File: config.mk
export PLATFORM = sky130hd
export DESIGN_NAME = ps2_keyboard
export DESIGN_NICKNAME = d
export VERILOG_FILES = /design/src/verilog/ps2kbd_pkg.sv /design/src/verilog/ps2_line.sv /design/src/verilog/kbd_controller.sv /design/src/verilog/scancode_map.sv /design/src/verilog/amiga_key_filter.sv /design/src/verilog/ps2_keyboard.sv
export SDC_FILE = /design/constraint.sdc
export NUM_CORES = 1
export LEC_CHECK = 0
export BUFFER_PORTS_ARGS = -buffer_cell sky130_fd_sc_hd__buf_2
export CAP_MARGIN = 20
export CORE_UTILIZATION = 35
export CTS_CLUSTER_SIZE = 28
export DETAILED_ROUTE_END_ITERATION = 12
export PLACE_DENSITY = 0.52
export SETUP_SLACK_MARGIN = 0.3
export SYNTH_ARGS = -nofsm -noshare
export SYNTH_HDL_FRONTEND = slang
export SYNTH_SLANG_ARGS = --single-unit
File: constraint.sdc
create_clock -name clk -period 4.58 [get_ports clk]
set_clock_uncertainty 0.15 [all_clocks]
set_input_delay 0.916 -clock clk [delete_from_list [all_inputs] [get_ports clk]]
set_output_delay 0.916 -clock clk [all_outputs]
set_load 0.1 [all_outputs]
File: src/verilog/ps2kbd_pkg.sv
// widths, timer taps, keymap fields, PS/2 codes, controller states and shared types
package ps2kbd_pkg;

	//----------------------------------------
	// widths
	//----------------------------------------
	localparam int BYTE_W   = 8;		// one PS/2 data byte
	localparam int FRAME_W  = 12;		// start + 8 data + parity + stop + marker
	localparam int KEYMAP_W = 16;		// table entry
	localparam int ADDR_W   = BYTE_W + 1;	// extended flag on top of scan byte
	localparam int TIMER_W  = 20;

	// timer taps, at 7.09 MHz
	localparam int SHORT_TAP = 15;		// ~4.6 ms request-to-send hold
	localparam int LONG_TAP  = 19;		// ~74 ms idle / ack timeout

	//----------------------------------------
	// keymap word fields
	//----------------------------------------
	// amiga flags sit in the top byte
	localparam int KM_VALID   = 15;	// real amiga key
	localparam int KM_CTRL    = 14;
	localparam int KM_LALT    = 13;
	localparam int KM_RALT    = 12;
	localparam int KM_CAPS    = 11;
	localparam int KM_NUMLOCK = 10;
	localparam int KM_KEYPAD  = 9;	// only while num lock is off

	// bit 7 marks a PS/2 protocol byte, then bits 2:0 say which one
	localparam int KM_SPECIAL = 7;
	localparam int KM_EXT     = 0;	// E0
	localparam int KM_REL     = 1;	// F0
	localparam int KM_ACK     = 2;	// FA
	localparam int KM_CODE_HI = 6;	// amiga code in [6:0]

	//----------------------------------------
	// codes
	//----------------------------------------
	localparam logic [BYTE_W-1:0]  CMD_SET_LEDS = 8'hED;
	localparam logic [FRAME_W-1:0] FRAME_IDLE   = '1;		// receiver empty
	localparam logic [FRAME_W-1:0] SEND_DONE    = 12'h001;	// last stop bit gone

	// types
	typedef logic [BYTE_W-1:0]   ps2_byte_t;
	typedef logic [FRAME_W-1:0]  ps2_frame_t;
	typedef logic [BYTE_W-1:0]   amiga_key_t;	// bit 7 set on release
	typedef logic [KEYMAP_W-1:0] keymap_word_t;
	typedef logic [ADDR_W-1:0]   map_addr_t;
	typedef logic [TIMER_W-1:0]  ps2_timer_t;

	// keyboard controller FSM
	typedef enum logic [2:0]
	{
		timer_reset,	// hold clock low, clear timer
		rts_cmd,		// request to send ED
		send_cmd,		// ED going out, wait for ack byte
		rts_leds,		// request to send led byte
		send_leds,		// led byte going out, wait for ack byte
		wait_key,		// normal receive
		hold_key		// inhibit keyboard until key_ack
	} kbd_state_t;

endpackage

File: src/verilog/ps2_line.sv
// PS/2 line synchronizer, clock edge detect, receive and send shifters, idle timer
`timescale 1ns/1ps

module ps2_line
(
	input	logic	clk,
	input	logic	reset,
	input	logic	ps2_kdat,		// raw data line
	input	logic	ps2_kclk,		// raw clock line
	input	logic	rx_clear,		// flush receiver
	input	logic	timer_clear,
	input	logic	load_cmd,		// load ED frame
	input	logic	load_leds,		// load led status frame
	input	logic	caps_lock,
	input	logic	num_lock,
	input	logic	led_scroll,
	output	ps2kbd_pkg::ps2_byte_t	rx_byte,
	output	logic	rx_ready,		// stop bit in, one cycle
	output	logic	rx_busy,		// start bit seen
	output	logic	tx_done,		// send shifter empty
	output	logic	ps2_kdat_out,
	output	logic	short_timeout,
	output	logic	long_timeout
);
	import ps2kbd_pkg::*;

	logic		dat_s;			// synced data
	logic		clk_s;			// synced clock
	logic		clk_d;			// clock one cycle older
	logic		clk_neg;		// falling edge of PS/2 clock
	ps2_frame_t	rx_shift;
	ps2_frame_t	tx_shift;
	ps2_timer_t	timer;
	ps2_byte_t	led_byte;

	//----------------------------------------
	// line sync
	//----------------------------------------
	always_ff @(posedge clk)
	begin
		dat_s <= ps2_kdat;
		clk_s <= ps2_kclk;
		clk_d <= clk_s;
	end

	assign clk_neg = clk_d & ~clk_s;

	// receiver, start bit ends up in bit 0 when frame complete
	always_ff @(posedge clk)
		if (reset || rx_clear || rx_ready)
			rx_shift <= FRAME_IDLE;
		else if (clk_neg)
			rx_shift <= {1'b0, dat_s, rx_shift[FRAME_W-2:1]};

	assign rx_ready = ~rx_shift[0];
	assign rx_busy  = ~rx_shift[FRAME_W-1];
	assign rx_byte  = rx_shift[BYTE_W:1];	// skip start bit

	// idle timer, parks at the long tap
	always_ff @(posedge clk)
		if (reset || timer_clear)
			timer <= '0;
		else if (!long_timeout)
			timer <= timer + 1'b1;

	assign short_timeout = timer[SHORT_TAP];
	assign long_timeout  = timer[LONG_TAP];

	//----------------------------------------
	// send shifter
	//----------------------------------------
	assign led_byte = {{(BYTE_W-3){1'b0}}, caps_lock, num_lock, led_scroll};

	always_ff @(posedge clk)
		if (reset)
			tx_shift <= SEND_DONE;
		else if (load_cmd)
			tx_shift <= {2'b11, ~^CMD_SET_LEDS, CMD_SET_LEDS, 1'b0};	// odd parity
		else if (load_leds)
			tx_shift <= {2'b11, ~^led_byte, led_byte, 1'b0};
		else if (!tx_done && clk_neg)
			tx_shift <= {1'b0, tx_shift[FRAME_W-1:1]};	// next bit on each falling edge

	assign tx_done      = (tx_shift == SEND_DONE);
	assign ps2_kdat_out = tx_shift[0];	// start bit pulls data low during rts

endmodule

File: src/verilog/kbd_controller.sv
// keyboard controller FSM: LED command sequence, key hand-off and clock inhibit
`timescale 1ns/1ps

module kbd_controller
(
	input	logic	clk,
	input	logic	reset,
	input	logic	rx_ready,
	input	logic	rx_busy,
	input	logic	tx_done,
	input	logic	short_timeout,
	input	logic	long_timeout,
	input	logic	key_strobe,		// new amiga key out
	input	logic	key_ack,		// host took it
	output	logic	rx_clear,
	output	logic	timer_clear,
	output	logic	load_cmd,
	output	logic	load_leds,
	output	logic	ps2_kclk_out	// 0 holds the clock low
);
	import ps2kbd_pkg::*;

	kbd_state_t	state;
	kbd_state_t	state_nxt;

	always_ff @(posedge clk)
		if (reset)
			state <= timer_reset;
		else
			state <= state_nxt;

	//----------------------------------------
	// next state and outputs
	//----------------------------------------
	always_comb
	begin
		rx_clear     = 1'b0;
		timer_clear  = 1'b0;
		load_cmd     = 1'b0;
		load_leds    = 1'b0;
		ps2_kclk_out = 1'b1;	// released by default
		state_nxt    = state;
		case (state)
			timer_reset:
			begin
				rx_clear     = 1'b1;
				timer_clear  = 1'b1;
				ps2_kclk_out = 1'b0;
				state_nxt    = rts_cmd;
			end
			rts_cmd:	// clock low, data low via start bit
			begin
				rx_clear     = 1'b1;
				load_cmd     = 1'b1;
				ps2_kclk_out = 1'b0;
				if (short_timeout)
					state_nxt = send_cmd;
			end
			send_cmd:
			begin
				rx_clear    = ~tx_done;	// open receiver for the ack
				timer_clear = 1'b1;
				if (rx_ready)
					state_nxt = rts_leds;
			end
			rts_leds:
			begin
				rx_clear     = 1'b1;
				load_leds    = 1'b1;
				ps2_kclk_out = 1'b0;
				if (short_timeout)
					state_nxt = send_leds;
			end
			send_leds:
			begin
				rx_clear    = ~tx_done;
				timer_clear = 1'b1;
				if (rx_ready)
					state_nxt = wait_key;
			end
			wait_key:
			begin
				timer_clear = key_strobe;	// restart for ack timeout
				if (key_strobe)
					state_nxt = hold_key;
				else if (!rx_busy && long_timeout)	// idle, refresh leds
					state_nxt = timer_reset;
			end
			hold_key:	// keyboard buffers meanwhile
			begin
				timer_clear  = key_ack;
				ps2_kclk_out = 1'b0;
				if (key_ack || long_timeout)
					state_nxt = wait_key;
			end
			default:
				state_nxt = timer_reset;
		endcase
	end

endmodule

File: src/verilog/scancode_map.sv
// scan code set 2 to amiga key table, E0/F0 prefix tracking and num lock state
`timescale 1ns/1ps

module scancode_map
(
	input	logic	clk,
	input	logic	reset,
	input	logic	enable,			// new byte from receiver
	input	ps2kbd_pkg::ps2_byte_t	rx_byte,
	output	logic	map_valid,		// one cycle after enable
	output	ps2kbd_pkg::amiga_key_t	map_key,
	output	logic	is_ctrl,
	output	logic	is_lalt,
	output	logic	is_ralt,
	output	logic	is_caps,
	output	logic	num_lock
);
	import ps2kbd_pkg::*;

	keymap_word_t	km;			// registered table output
	map_addr_t		addr;
	logic			enable_d;	// table has one cycle latency
	logic			ext_seen;	// E0 received
	logic			break_seen;	// F0 received

	assign addr = {ext_seen, rx_byte};

	always_ff @(posedge clk)
		if (reset)
			enable_d <= 1'b0;
		else
			enable_d <= enable;

	// prefixes, ack byte leaves them alone
	always_ff @(posedge clk)
		if (reset)
		begin
			ext_seen   <= 1'b0;
			break_seen <= 1'b0;
		end
		else if (enable_d && km[KM_SPECIAL] && km[KM_EXT])
			ext_seen <= 1'b1;
		else if (enable_d && km[KM_SPECIAL] && km[KM_REL])
			break_seen <= 1'b1;
		else if (enable_d && !(km[KM_SPECIAL] && km[KM_ACK]))
		begin
			ext_seen   <= 1'b0;
			break_seen <= 1'b0;
		end

	always_ff @(posedge clk)
		if (reset)
			num_lock <= 1'b0;
		else if (enable_d && km[KM_NUMLOCK] && !break_seen)	// press only
			num_lock <= ~num_lock;

	assign map_valid = enable_d & km[KM_VALID] & (~km[KM_KEYPAD] | ~num_lock);
	assign map_key   = {break_seen, km[KM_CODE_HI:0]};
	assign is_ctrl   = km[KM_CTRL];
	assign is_lalt   = km[KM_LALT];
	assign is_ralt   = km[KM_RALT];
	assign is_caps   = km[KM_CAPS];

	//----------------------------------------
	// key table
	//----------------------------------------
	always_ff @(posedge clk)
		if (enable)
			case (addr)
				9'h015:	km <= 16'h8010;	// q
				9'h016:	km <= 16'h8001;	// 1
				9'h01a:	km <= 16'h8031;	// z
				9'h01b:	km <= 16'h8021;	// s
				9'h01c:	km <= 16'h8020;	// a
				9'h01d:	km <= 16'h8011;	// w
				9'h01e:	km <= 16'h8002;	// 2
				9'h021:	km <= 16'h8033;	// c
				9'h022:	km <= 16'h8032;	// x
				9'h023:	km <= 16'h8022;	// d
				9'h024:	km <= 16'h8012;	// e
				9'h025:	km <= 16'h8004;	// 4
				9'h026:	km <= 16'h8003;	// 3
				9'h029:	km <= 16'h8040;	// space
				9'h02a:	km <= 16'h8034;	// v
				9'h02b:	km <= 16'h8023;	// f
				9'h02c:	km <= 16'h8014;	// t
				9'h02d:	km <= 16'h8013;	// r
				9'h02e:	km <= 16'h8005;	// 5
				9'h031:	km <= 16'h8036;	// n
				9'h032:	km <= 16'h8035;	// b
				9'h033:	km <= 16'h8025;	// h
				9'h034:	km <= 16'h8024;	// g
				9'h035:	km <= 16'h8015;	// y
				9'h036:	km <= 16'h8006;	// 6
				9'h03a:	km <= 16'h8037;	// m
				9'h03b:	km <= 16'h8026;	// j
				9'h03c:	km <= 16'h8016;	// u
				9'h03d:	km <= 16'h8007;	// 7
				9'h03e:	km <= 16'h8008;	// 8
				9'h042:	km <= 16'h8027;	// k
				9'h043:	km <= 16'h8017;	// i
				9'h044:	km <= 16'h8018;	// o
				9'h045:	km <= 16'h800a;	// 0
				9'h046:	km <= 16'h8009;	// 9
				9'h04b:	km <= 16'h8028;	// l
				9'h04d:	km <= 16'h8019;	// p
				// modifiers
				9'h011:	km <= 16'ha064;	// left alt
				9'h012:	km <= 16'h8060;	// left shift
				9'h014:	km <= 16'hc063;	// ctrl
				9'h058:	km <= 16'h8862;	// caps lock
				9'h059:	km <= 16'h8061;	// right shift
				9'h077:	km <= 16'h0400;	// num lock, no amiga code
				9'h111:	km <= 16'h9065;	// right alt
				// keypad
				9'h069:	km <= 16'h821d;	// kp 1
				9'h06b:	km <= 16'h822d;	// kp 4
				9'h06c:	km <= 16'h823d;	// kp 7
				9'h070:	km <= 16'h820f;	// kp 0
				9'h071:	km <= 16'h823c;	// kp .
				9'h072:	km <= 16'h821e;	// kp 2
				9'h073:	km <= 16'h822e;	// kp 5
				9'h074:	km <= 16'h822f;	// kp 6
				9'h075:	km <= 16'h823e;	// kp 8
				9'h079:	km <= 16'h825e;	// kp +
				9'h07a:	km <= 16'h821f;	// kp 3
				9'h07b:	km <= 16'h824a;	// kp -
				9'h07c:	km <= 16'h825d;	// kp *
				9'h07d:	km <= 16'h823f;	// kp 9
				9'h14a:	km <= 16'h825c;	// kp /
				9'h15a:	km <= 16'h8243;	// kp enter
				// arrows
				9'h16b:	km <= 16'h804f;	// left
				9'h172:	km <= 16'h804d;	// down
				9'h174:	km <= 16'h804e;	// right
				9'h175:	km <= 16'h804c;	// up
				// protocol bytes, same with or without E0
				9'h0e0, 9'h1e0:	km <= 16'h0081;	// extended
				9'h0f0, 9'h1f0:	km <= 16'h0082;	// release
				9'h0fa, 9'h1fa:	km <= 16'h0084;	// ack
				default:	km <= '0;	// not mapped
			endcase

endmodule

File: src/verilog/amiga_key_filter.sv
// typematic filter, amiga caps lock emulation, key strobe and reset combination detect
`timescale 1ns/1ps

module amiga_key_filter
(
	input	logic	clk,
	input	logic	reset,
	input	logic	map_valid,
	input	ps2kbd_pkg::amiga_key_t	map_key,
	input	logic	is_ctrl,
	input	logic	is_lalt,
	input	logic	is_ralt,
	input	logic	is_caps,
	output	logic	key_strobe,
	output	ps2kbd_pkg::amiga_key_t	key_data,
	output	logic	caps_lock,
	output	logic	kbd_reset
);
	import ps2kbd_pkg::*;

	amiga_key_t	last_key;		// last press, or its release
	logic		key_up;			// event is a release
	logic		key_equal;		// same key as latched
	logic		duplicate;		// same key, same direction
	logic [2:0]	rst_up;			// ctrl/caps, lalt, ralt released

	assign key_up    = map_key[7];
	assign key_equal = (last_key[6:0] == map_key[6:0]);
	assign duplicate = key_equal && (key_up == last_key[7]);

	//----------------------------------------
	// typematic filter
	//----------------------------------------
	always_ff @(posedge clk)
		if (reset)
			last_key <= '0;
		else if (map_valid && !key_up)	// any press
			last_key <= map_key;
		else if (map_valid && key_up && key_equal)	// release of latched key
			last_key <= map_key;

	// amiga keyboard remembers caps, toggle on each fresh press
	always_ff @(posedge clk)
		if (reset)
			caps_lock <= 1'b0;
		else if (map_valid && !key_up && is_caps && !duplicate)
			caps_lock <= ~caps_lock;

	// caps events hidden while caps lock set
	assign key_strobe = map_valid && !(caps_lock && is_caps) && !duplicate;
	assign key_data   = map_key;

	//----------------------------------------
	// reset combination
	//----------------------------------------
	always_ff @(posedge clk)
		if (reset)
			rst_up <= 3'b111;	// all keys up
		else
		begin
			if (map_valid && (is_ctrl || is_caps))
				rst_up[2] <= key_up;
			if (map_valid && is_lalt)
				rst_up[1] <= key_up;
			if (map_valid && is_ralt)
				rst_up[0] <= key_up;
		end

	assign kbd_reset = ~|rst_up;	// all three held

endmodule

File: src/verilog/ps2_keyboard.sv
// PS/2 keyboard front end top level: line, controller, key map and key filter
`timescale 1ns/1ps

module ps2_keyboard
(
	input	logic	clk,
	input	logic	reset,
	input	logic	ps2_kdat,
	input	logic	ps2_kclk,
	input	logic	led_scroll,		// scroll lock led
	input	logic	key_ack,
	output	logic	ps2_kdat_out,	// 0 pulls data low
	output	logic	ps2_kclk_out,	// 0 pulls clock low
	output	ps2kbd_pkg::amiga_key_t	key_data,
	output	logic	key_strobe,
	output	logic	caps_lock,
	output	logic	kbd_reset
);
	import ps2kbd_pkg::*;

	// line <-> controller
	logic		rx_ready, rx_busy, tx_done;
	logic		short_timeout, long_timeout;
	logic		rx_clear, timer_clear, load_cmd, load_leds;
	ps2_byte_t	rx_byte;
	// map -> filter
	logic		map_valid, is_ctrl, is_lalt, is_ralt, is_caps, num_lock;
	amiga_key_t	map_key;

	ps2_line u_line (
		.clk, .reset, .ps2_kdat, .ps2_kclk,
		.rx_clear, .timer_clear, .load_cmd, .load_leds,
		.caps_lock, .num_lock, .led_scroll,
		.rx_byte, .rx_ready, .rx_busy, .tx_done, .ps2_kdat_out,
		.short_timeout, .long_timeout
	);

	kbd_controller u_ctrl (
		.clk, .reset, .rx_ready, .rx_busy, .tx_done,
		.short_timeout, .long_timeout, .key_strobe, .key_ack,
		.rx_clear, .timer_clear, .load_cmd, .load_leds, .ps2_kclk_out
	);

	// table lookup on each received byte
	scancode_map u_map (
		.clk, .reset, .enable(rx_ready), .rx_byte,
		.map_valid, .map_key, .is_ctrl, .is_lalt, .is_ralt, .is_caps, .num_lock
	);

	amiga_key_filter u_filter (
		.clk, .reset, .map_valid, .map_key,
		.is_ctrl, .is_lalt, .is_ralt, .is_caps,
		.key_strobe, .key_data, .caps_lock, .kbd_reset
	);

endmodule

Word-level counts from Yosys, hierarchy flattened. Index checks and enable logic that the tools add are counted.

Bits in registers: 82. Bits of input ports: 6. Output and inout port bits: 13. Word-level logic and storage cells: 194.

Bitwise gates (word level): 11. Add/sub/neg operators: 1. Reductions and logical operators: 52. Muxes and demuxes: 24. Equal/unequal tests: 86.

Operators with widths (number): case mux 16 bit (67 select lines) (1); == test 9 x 7 -> 1 bit (second input constant) (24); == test 9 x 6 -> 1 bit (second input constant) (23); == test 9 x 5 -> 1 bit (second input constant) (10); == test 9 bit (second input constant) (10); two-way mux 12 bit (3); == test 9 x 8 -> 1 bit (second input constant) (3); logical AND 1 bit (21); two-way mux 3 bit (7); case mux 3 bit (7 select lines) (1); adder 20 x 1 -> 20 bit (second input constant) (1); two-way mux 20 bit (1); two-way mux 8 bit (2); == test 12 x 1 -> 1 bit (second input constant) (1); OR reduction 3 bit (4); OR reduction 2 bit (5); == test 3 bit (second input constant) (3); inequality test 2 bit (second input constant) (4); nonzero test 2 bit (4); XNOR reduction 8 bit (1); == test 7 bit (1); two-way mux 1 bit (7); NOT 1 bit (7); == test 3 x 2 -> 1 bit (second input constant) (2); other kinds (15) (28).

Longest topological paths before layout.
Depth after elaboration: 7. Mapped depth: 7. Depth with buffers taken out: 6.

Cells and area by module. Synthesis repeated with hierarchy kept, for this count alone.

Cells, all modules: 614. Area total of the unflattened synthesis: 5172.5 sq um.

By module, submodules not included: scancode_map (instances 1, cells an instance 273, area each 2095.8 sq um, seq. area each 530.5 sq um); ps2_line (instances 1, cells an instance 228, area each 2053.2 sq um, seq. area each 940.9 sq um); amiga_key_filter (instances 1, cells an instance 75, area each 715.7 sq um, seq. area each 240.2 sq um); kbd_controller (instances 1, cells an instance 38, area each 307.8 sq um, seq. area each 60.1 sq um).

Worst setup path after synthesis. No wires, ideal clock.

Path type: register -> output. Start: register u_filter.rst_up[1]. End: output port kbd_reset. Stages on the path, launching flop included: 2. Setup slack: 1.157 ns. Required time: 3.514 ns. Arrival time: 2.357 ns. Path buffers: 0. Cells stage by stage: dfxtp_1 nor3_1.

Longest elaborated chain between the ends: 2.

RTL lines: start, declared (RTL line amiga_key_filter.sv:25) `logic [2:0] rst_up;`; start signal, assigned (RTL line amiga_key_filter.sv:64) `rst_up[1] <= key_up;`; OR reduction 3 bit (RTL line amiga_key_filter.sv:69) `assign kbd_reset = ~|rst_up;`; zero test 1 bit (RTL line amiga_key_filter.sv:69); end, declared (RTL line ps2_keyboard.sv:17) `output logic kbd_reset`.

No other way between the ends.

Worst setup path after layout.
Start: register u_map.enable_d. End: output port key_strobe.

Longest elaborated chain between the ends: 4.

RTL lines: start, declared (RTL line scancode_map.sv:22) `logic enable_d;`; start signal, assigned (RTL line scancode_map.sv:32) `enable_d <= enable;`; AND 1 bit (2 in series) (RTL line scancode_map.sv:57) `assign map_valid = enable_d & km[KM_VALID] & (~km[KM_KEYPAD] | ~num_lock);`; logical AND 1 bit (2 in series) (RTL line amiga_key_filter.sv:50) `assign key_strobe = map_valid && !(caps_lock && is_caps) && !duplicate;`; end, declared (RTL line ps2_keyboard.sv:15) `output logic key_strobe,`.

No other way between the ends.

==> flow_metrics.env <==
export IMPL_cts_root_buf="clkbuf_16"
export IMPL_synthCells=580
export IMPL_clkSinkCount=81
export IMPL_outcome="complete, no violations"
export IMPL_ys_ff_latch=81
export IMPL_grt_pass1_wl_um=21400
export IMPL_area_growth_synth_to_final_pct=7.40
export IMPL_yosysWarnings=0
export IMPL_cts_inserted_buffers=9
export IMPL_grtUsageTotal_pct=18.6
export IMPL_final_common_cell="dfxtp_1"
export IMPL_rsz0062_at_grt="no"
export IMPL_cp_start_kind="flop"
export IMPL_finalHoldViolations=0
export IMPL_n_antenna_cell=0
export IMPL_ant_nets=0
export IMPL_post_route_drc_count=0
export IMPL_maxSlewViolCount=0
export IMPL_power_density_nw_per_um2=293
export IMPL_worst_slew_pin_slew_ns=1.12
export IMPL_final_layout_size_suffix_gt1_share_pct=11.1
export IMPL_synthArstFlopShare_pct=0
export IMPL_nets=569
export IMPL_final_cell_mix="dfxtp_1, nand2_1, nor2_1, nand3_1, a21oi_1"
export IMPL_critical_path_class="flop to output pin"
export IMPL_setup_viol=0
export IMPL_port_buffers=18
export IMPL_hp_class="flop to flop"
export IMPL_min_path_cells=0
export IMPL_ys_seq_area_share_pct=36.1
export IMPL_syn_cell_area_um2=4900
export IMPL_vias_per_cell=5.91
export IMPL_whs_ns=0.217
export IMPL_clk_latency_ns=0.34
export IMPL_wirelength_um=13100
export IMPL_row_count=42
export IMPL_vias=4390
export IMPL_grt_remaining_overflow=0
export IMPL_synthFlopType="dfxtp_1"
export IMPL_relSlewSlack_pct=25.5
export IMPL_die_area_um2=14500
export IMPL_avgSynthCellArea_um2=8.45
export IMPL_core_um2=13500
export IMPL_grt_pass1_vias=4150
export IMPL_synth_cell_types=78
export IMPL_cts_tree="yes"
export IMPL_period_minus_slack_ns=3.20
export IMPL_crit_path_cell_trace="nand2_1 > a21oi_2 > o311ai_4 > inv_2 > buf_2"
export IMPL_arrival_ns=2.13
export IMPL_path_clk_slew_ns=0.06
export IMPL_clock_fmax_ghz=0.313
export IMPL_p_leak_uw=0.00176
export IMPL_grt_max_degree=33
export IMPL_finalWeightedCongestion=0.962
export IMPL_critPathRequiredTime_ns=3.51
export IMPL_critPathCaptureType="output pin"
export IMPL_initial_utilization_pct=36.4
export IMPL_pre_cts_ws_ns=1.75
export IMPL_hpwl_um=9240
export IMPL_postCtsHoldBufs=0
export IMPL_cts_resized=0
export IMPL_reg2regPathDepth=6
export IMPL_crit_path_max_fanout=13
export IMPL_fin_ws_ns=1.38
export IMPL_die_y_um=120
export IMPL_tns_ns=0
export IMPL_antenna_found_initial=0
export IMPL_dr_pass1_iters=5
export IMPL_cts_setup_buffers=0
export IMPL_synth_edf_count=15
export IMPL_syn_nets=587
export IMPL_cts_htree_levels=3
export IMPL_post_route_period_util_pct=69.8
export IMPL_power_total_uw=1540
export IMPL_drtIter0Drc=595
export IMPL_finalCoreUtilization_pct=39.1
export IMPL_maxCapViolCount=0
export IMPL_critPathSlowestCell="a21oi_2"
export IMPL_io_pins=19
export IMPL_die_w_um=120
export IMPL_vdd_drop_max_mv=0.183
export IMPL_critical_path_max_stage_delay_ns=0.47
export IMPL_wl_per_cell_um=17.7
export IMPL_cts_max_path_buffers=2
power by group:
part           internal [uW]  leakage (uW)  switching, uW  total (uW)
Clock                    460      0.000159            292         752
Combinational           17.2      0.000955           31.5        48.7
Sequential               732      0.000641           9.41         742
Yosys cell counts (8+ instances only):
library cell,count,area share [%]
a211oi_1,8,1.2
edfxtp_1,15,9.2
nor2b_1,18,2.3
nor2_1,46,3.5
nand3_1,31,3.2
o211ai_1,9,1.4
o21ai_0,20,2.0
nand4_1,14,1.8
nor4_1,12,1.5
buf_4,12,1.8
xnor2_1,20,3.6
nand2b_1,13,1.7
xor2_1,11,2.0
clkbuf_1,11,0.84
mux2i_1,9,1.8
inv_1,11,0.84
a21oi_1,29,3.0
nor3_1,15,1.5
dfxtp_1,66,27
buf_2,23,2.3
nand2_1,58,4.4
kinds of logic after synthesis:
logic type                 share of synthesized area (%)
AOI/OAI and AO/OA                                   18.8
xor gates and xnor gates                            5.54
adders and majority gates                          0.255
buffers and inverters                               6.94
DFF                                                 36.1
muxes                                               1.84
and+or+nand+nor                                     30.4
stage by stage:
stage,std cells,instance area (um^2)
2_1_floorplan,580,4900
5_1_grt,743,5270
6_report,743,5270
3_5_place_dp,727,4950
3_3_place_gp,727,4950
4_1_cts,743,5270
layer usage:
metal,vias up,wire (um),GRT usage (%)
met1,2075,5980,24.7
met2,182,5980,28.2
li1,2106,-,-
met5,-,0,0
met4,0,338,9.26
met3,27,820,4.48
worst paths after layout:
check / startpoint / endpoint / slack [ns]
worst max-delay path: u_map.enable_d$_SDFF_PP0_ / key_strobe / 1.38
worst min-delay path: u_line.clk_s$_DFF_P_ / u_line.clk_d$_DFF_P_ / 0.22
worst max register to register: u_line.rx_shift[1]$_SDFFE_PP1P_ / u_map.km[0]$_DFFE_PN_ / 1.81
worst min register to register: u_line.clk_s$_DFF_P_ / u_line.clk_d$_DFF_P_ / 0.22
state kept, by name, summed over array words and instances, names as in the netlist:
name                count
u_line.timer           20
u_map.km               15
u_line.rx_shift        12
u_line.tx_shift        12
u_filter.last_key       8
u_ctrl.state            3
u_filter.rst_up         3
u_filter.caps_lock      1
u_line.clk_d            1
u_line.clk_s            1
u_line.dat_s            1
u_map.break_seen        1
u_map.enable_d          1
u_map.ext_seen          1
u_map.num_lock          1
critical path: cells and delay by family, from the launching register on:
kind / cells / cell delay, ns
and+or+nand+nor: 1 / 0.10
AOI/OAI and AO/OA: 2 / 0.73
buffers and inverters: 2 / 0.55
DFF: 1 / 0.40
final cells by class:
class | count | area [um^2]
Fill cell | 1404 | 8190
Multi-Input combinational cell | 436 | 2790
Sequential cell | 81 | 1770
Clock buffer | 10 | 250
Tap cell | 176 | 220
Timing Repair Buffer | 22 | 120
Clock inverter | 6 | 67.6
Inverter | 12 | 45.0
No activity file was read; power rests on OpenSTA's default activity.
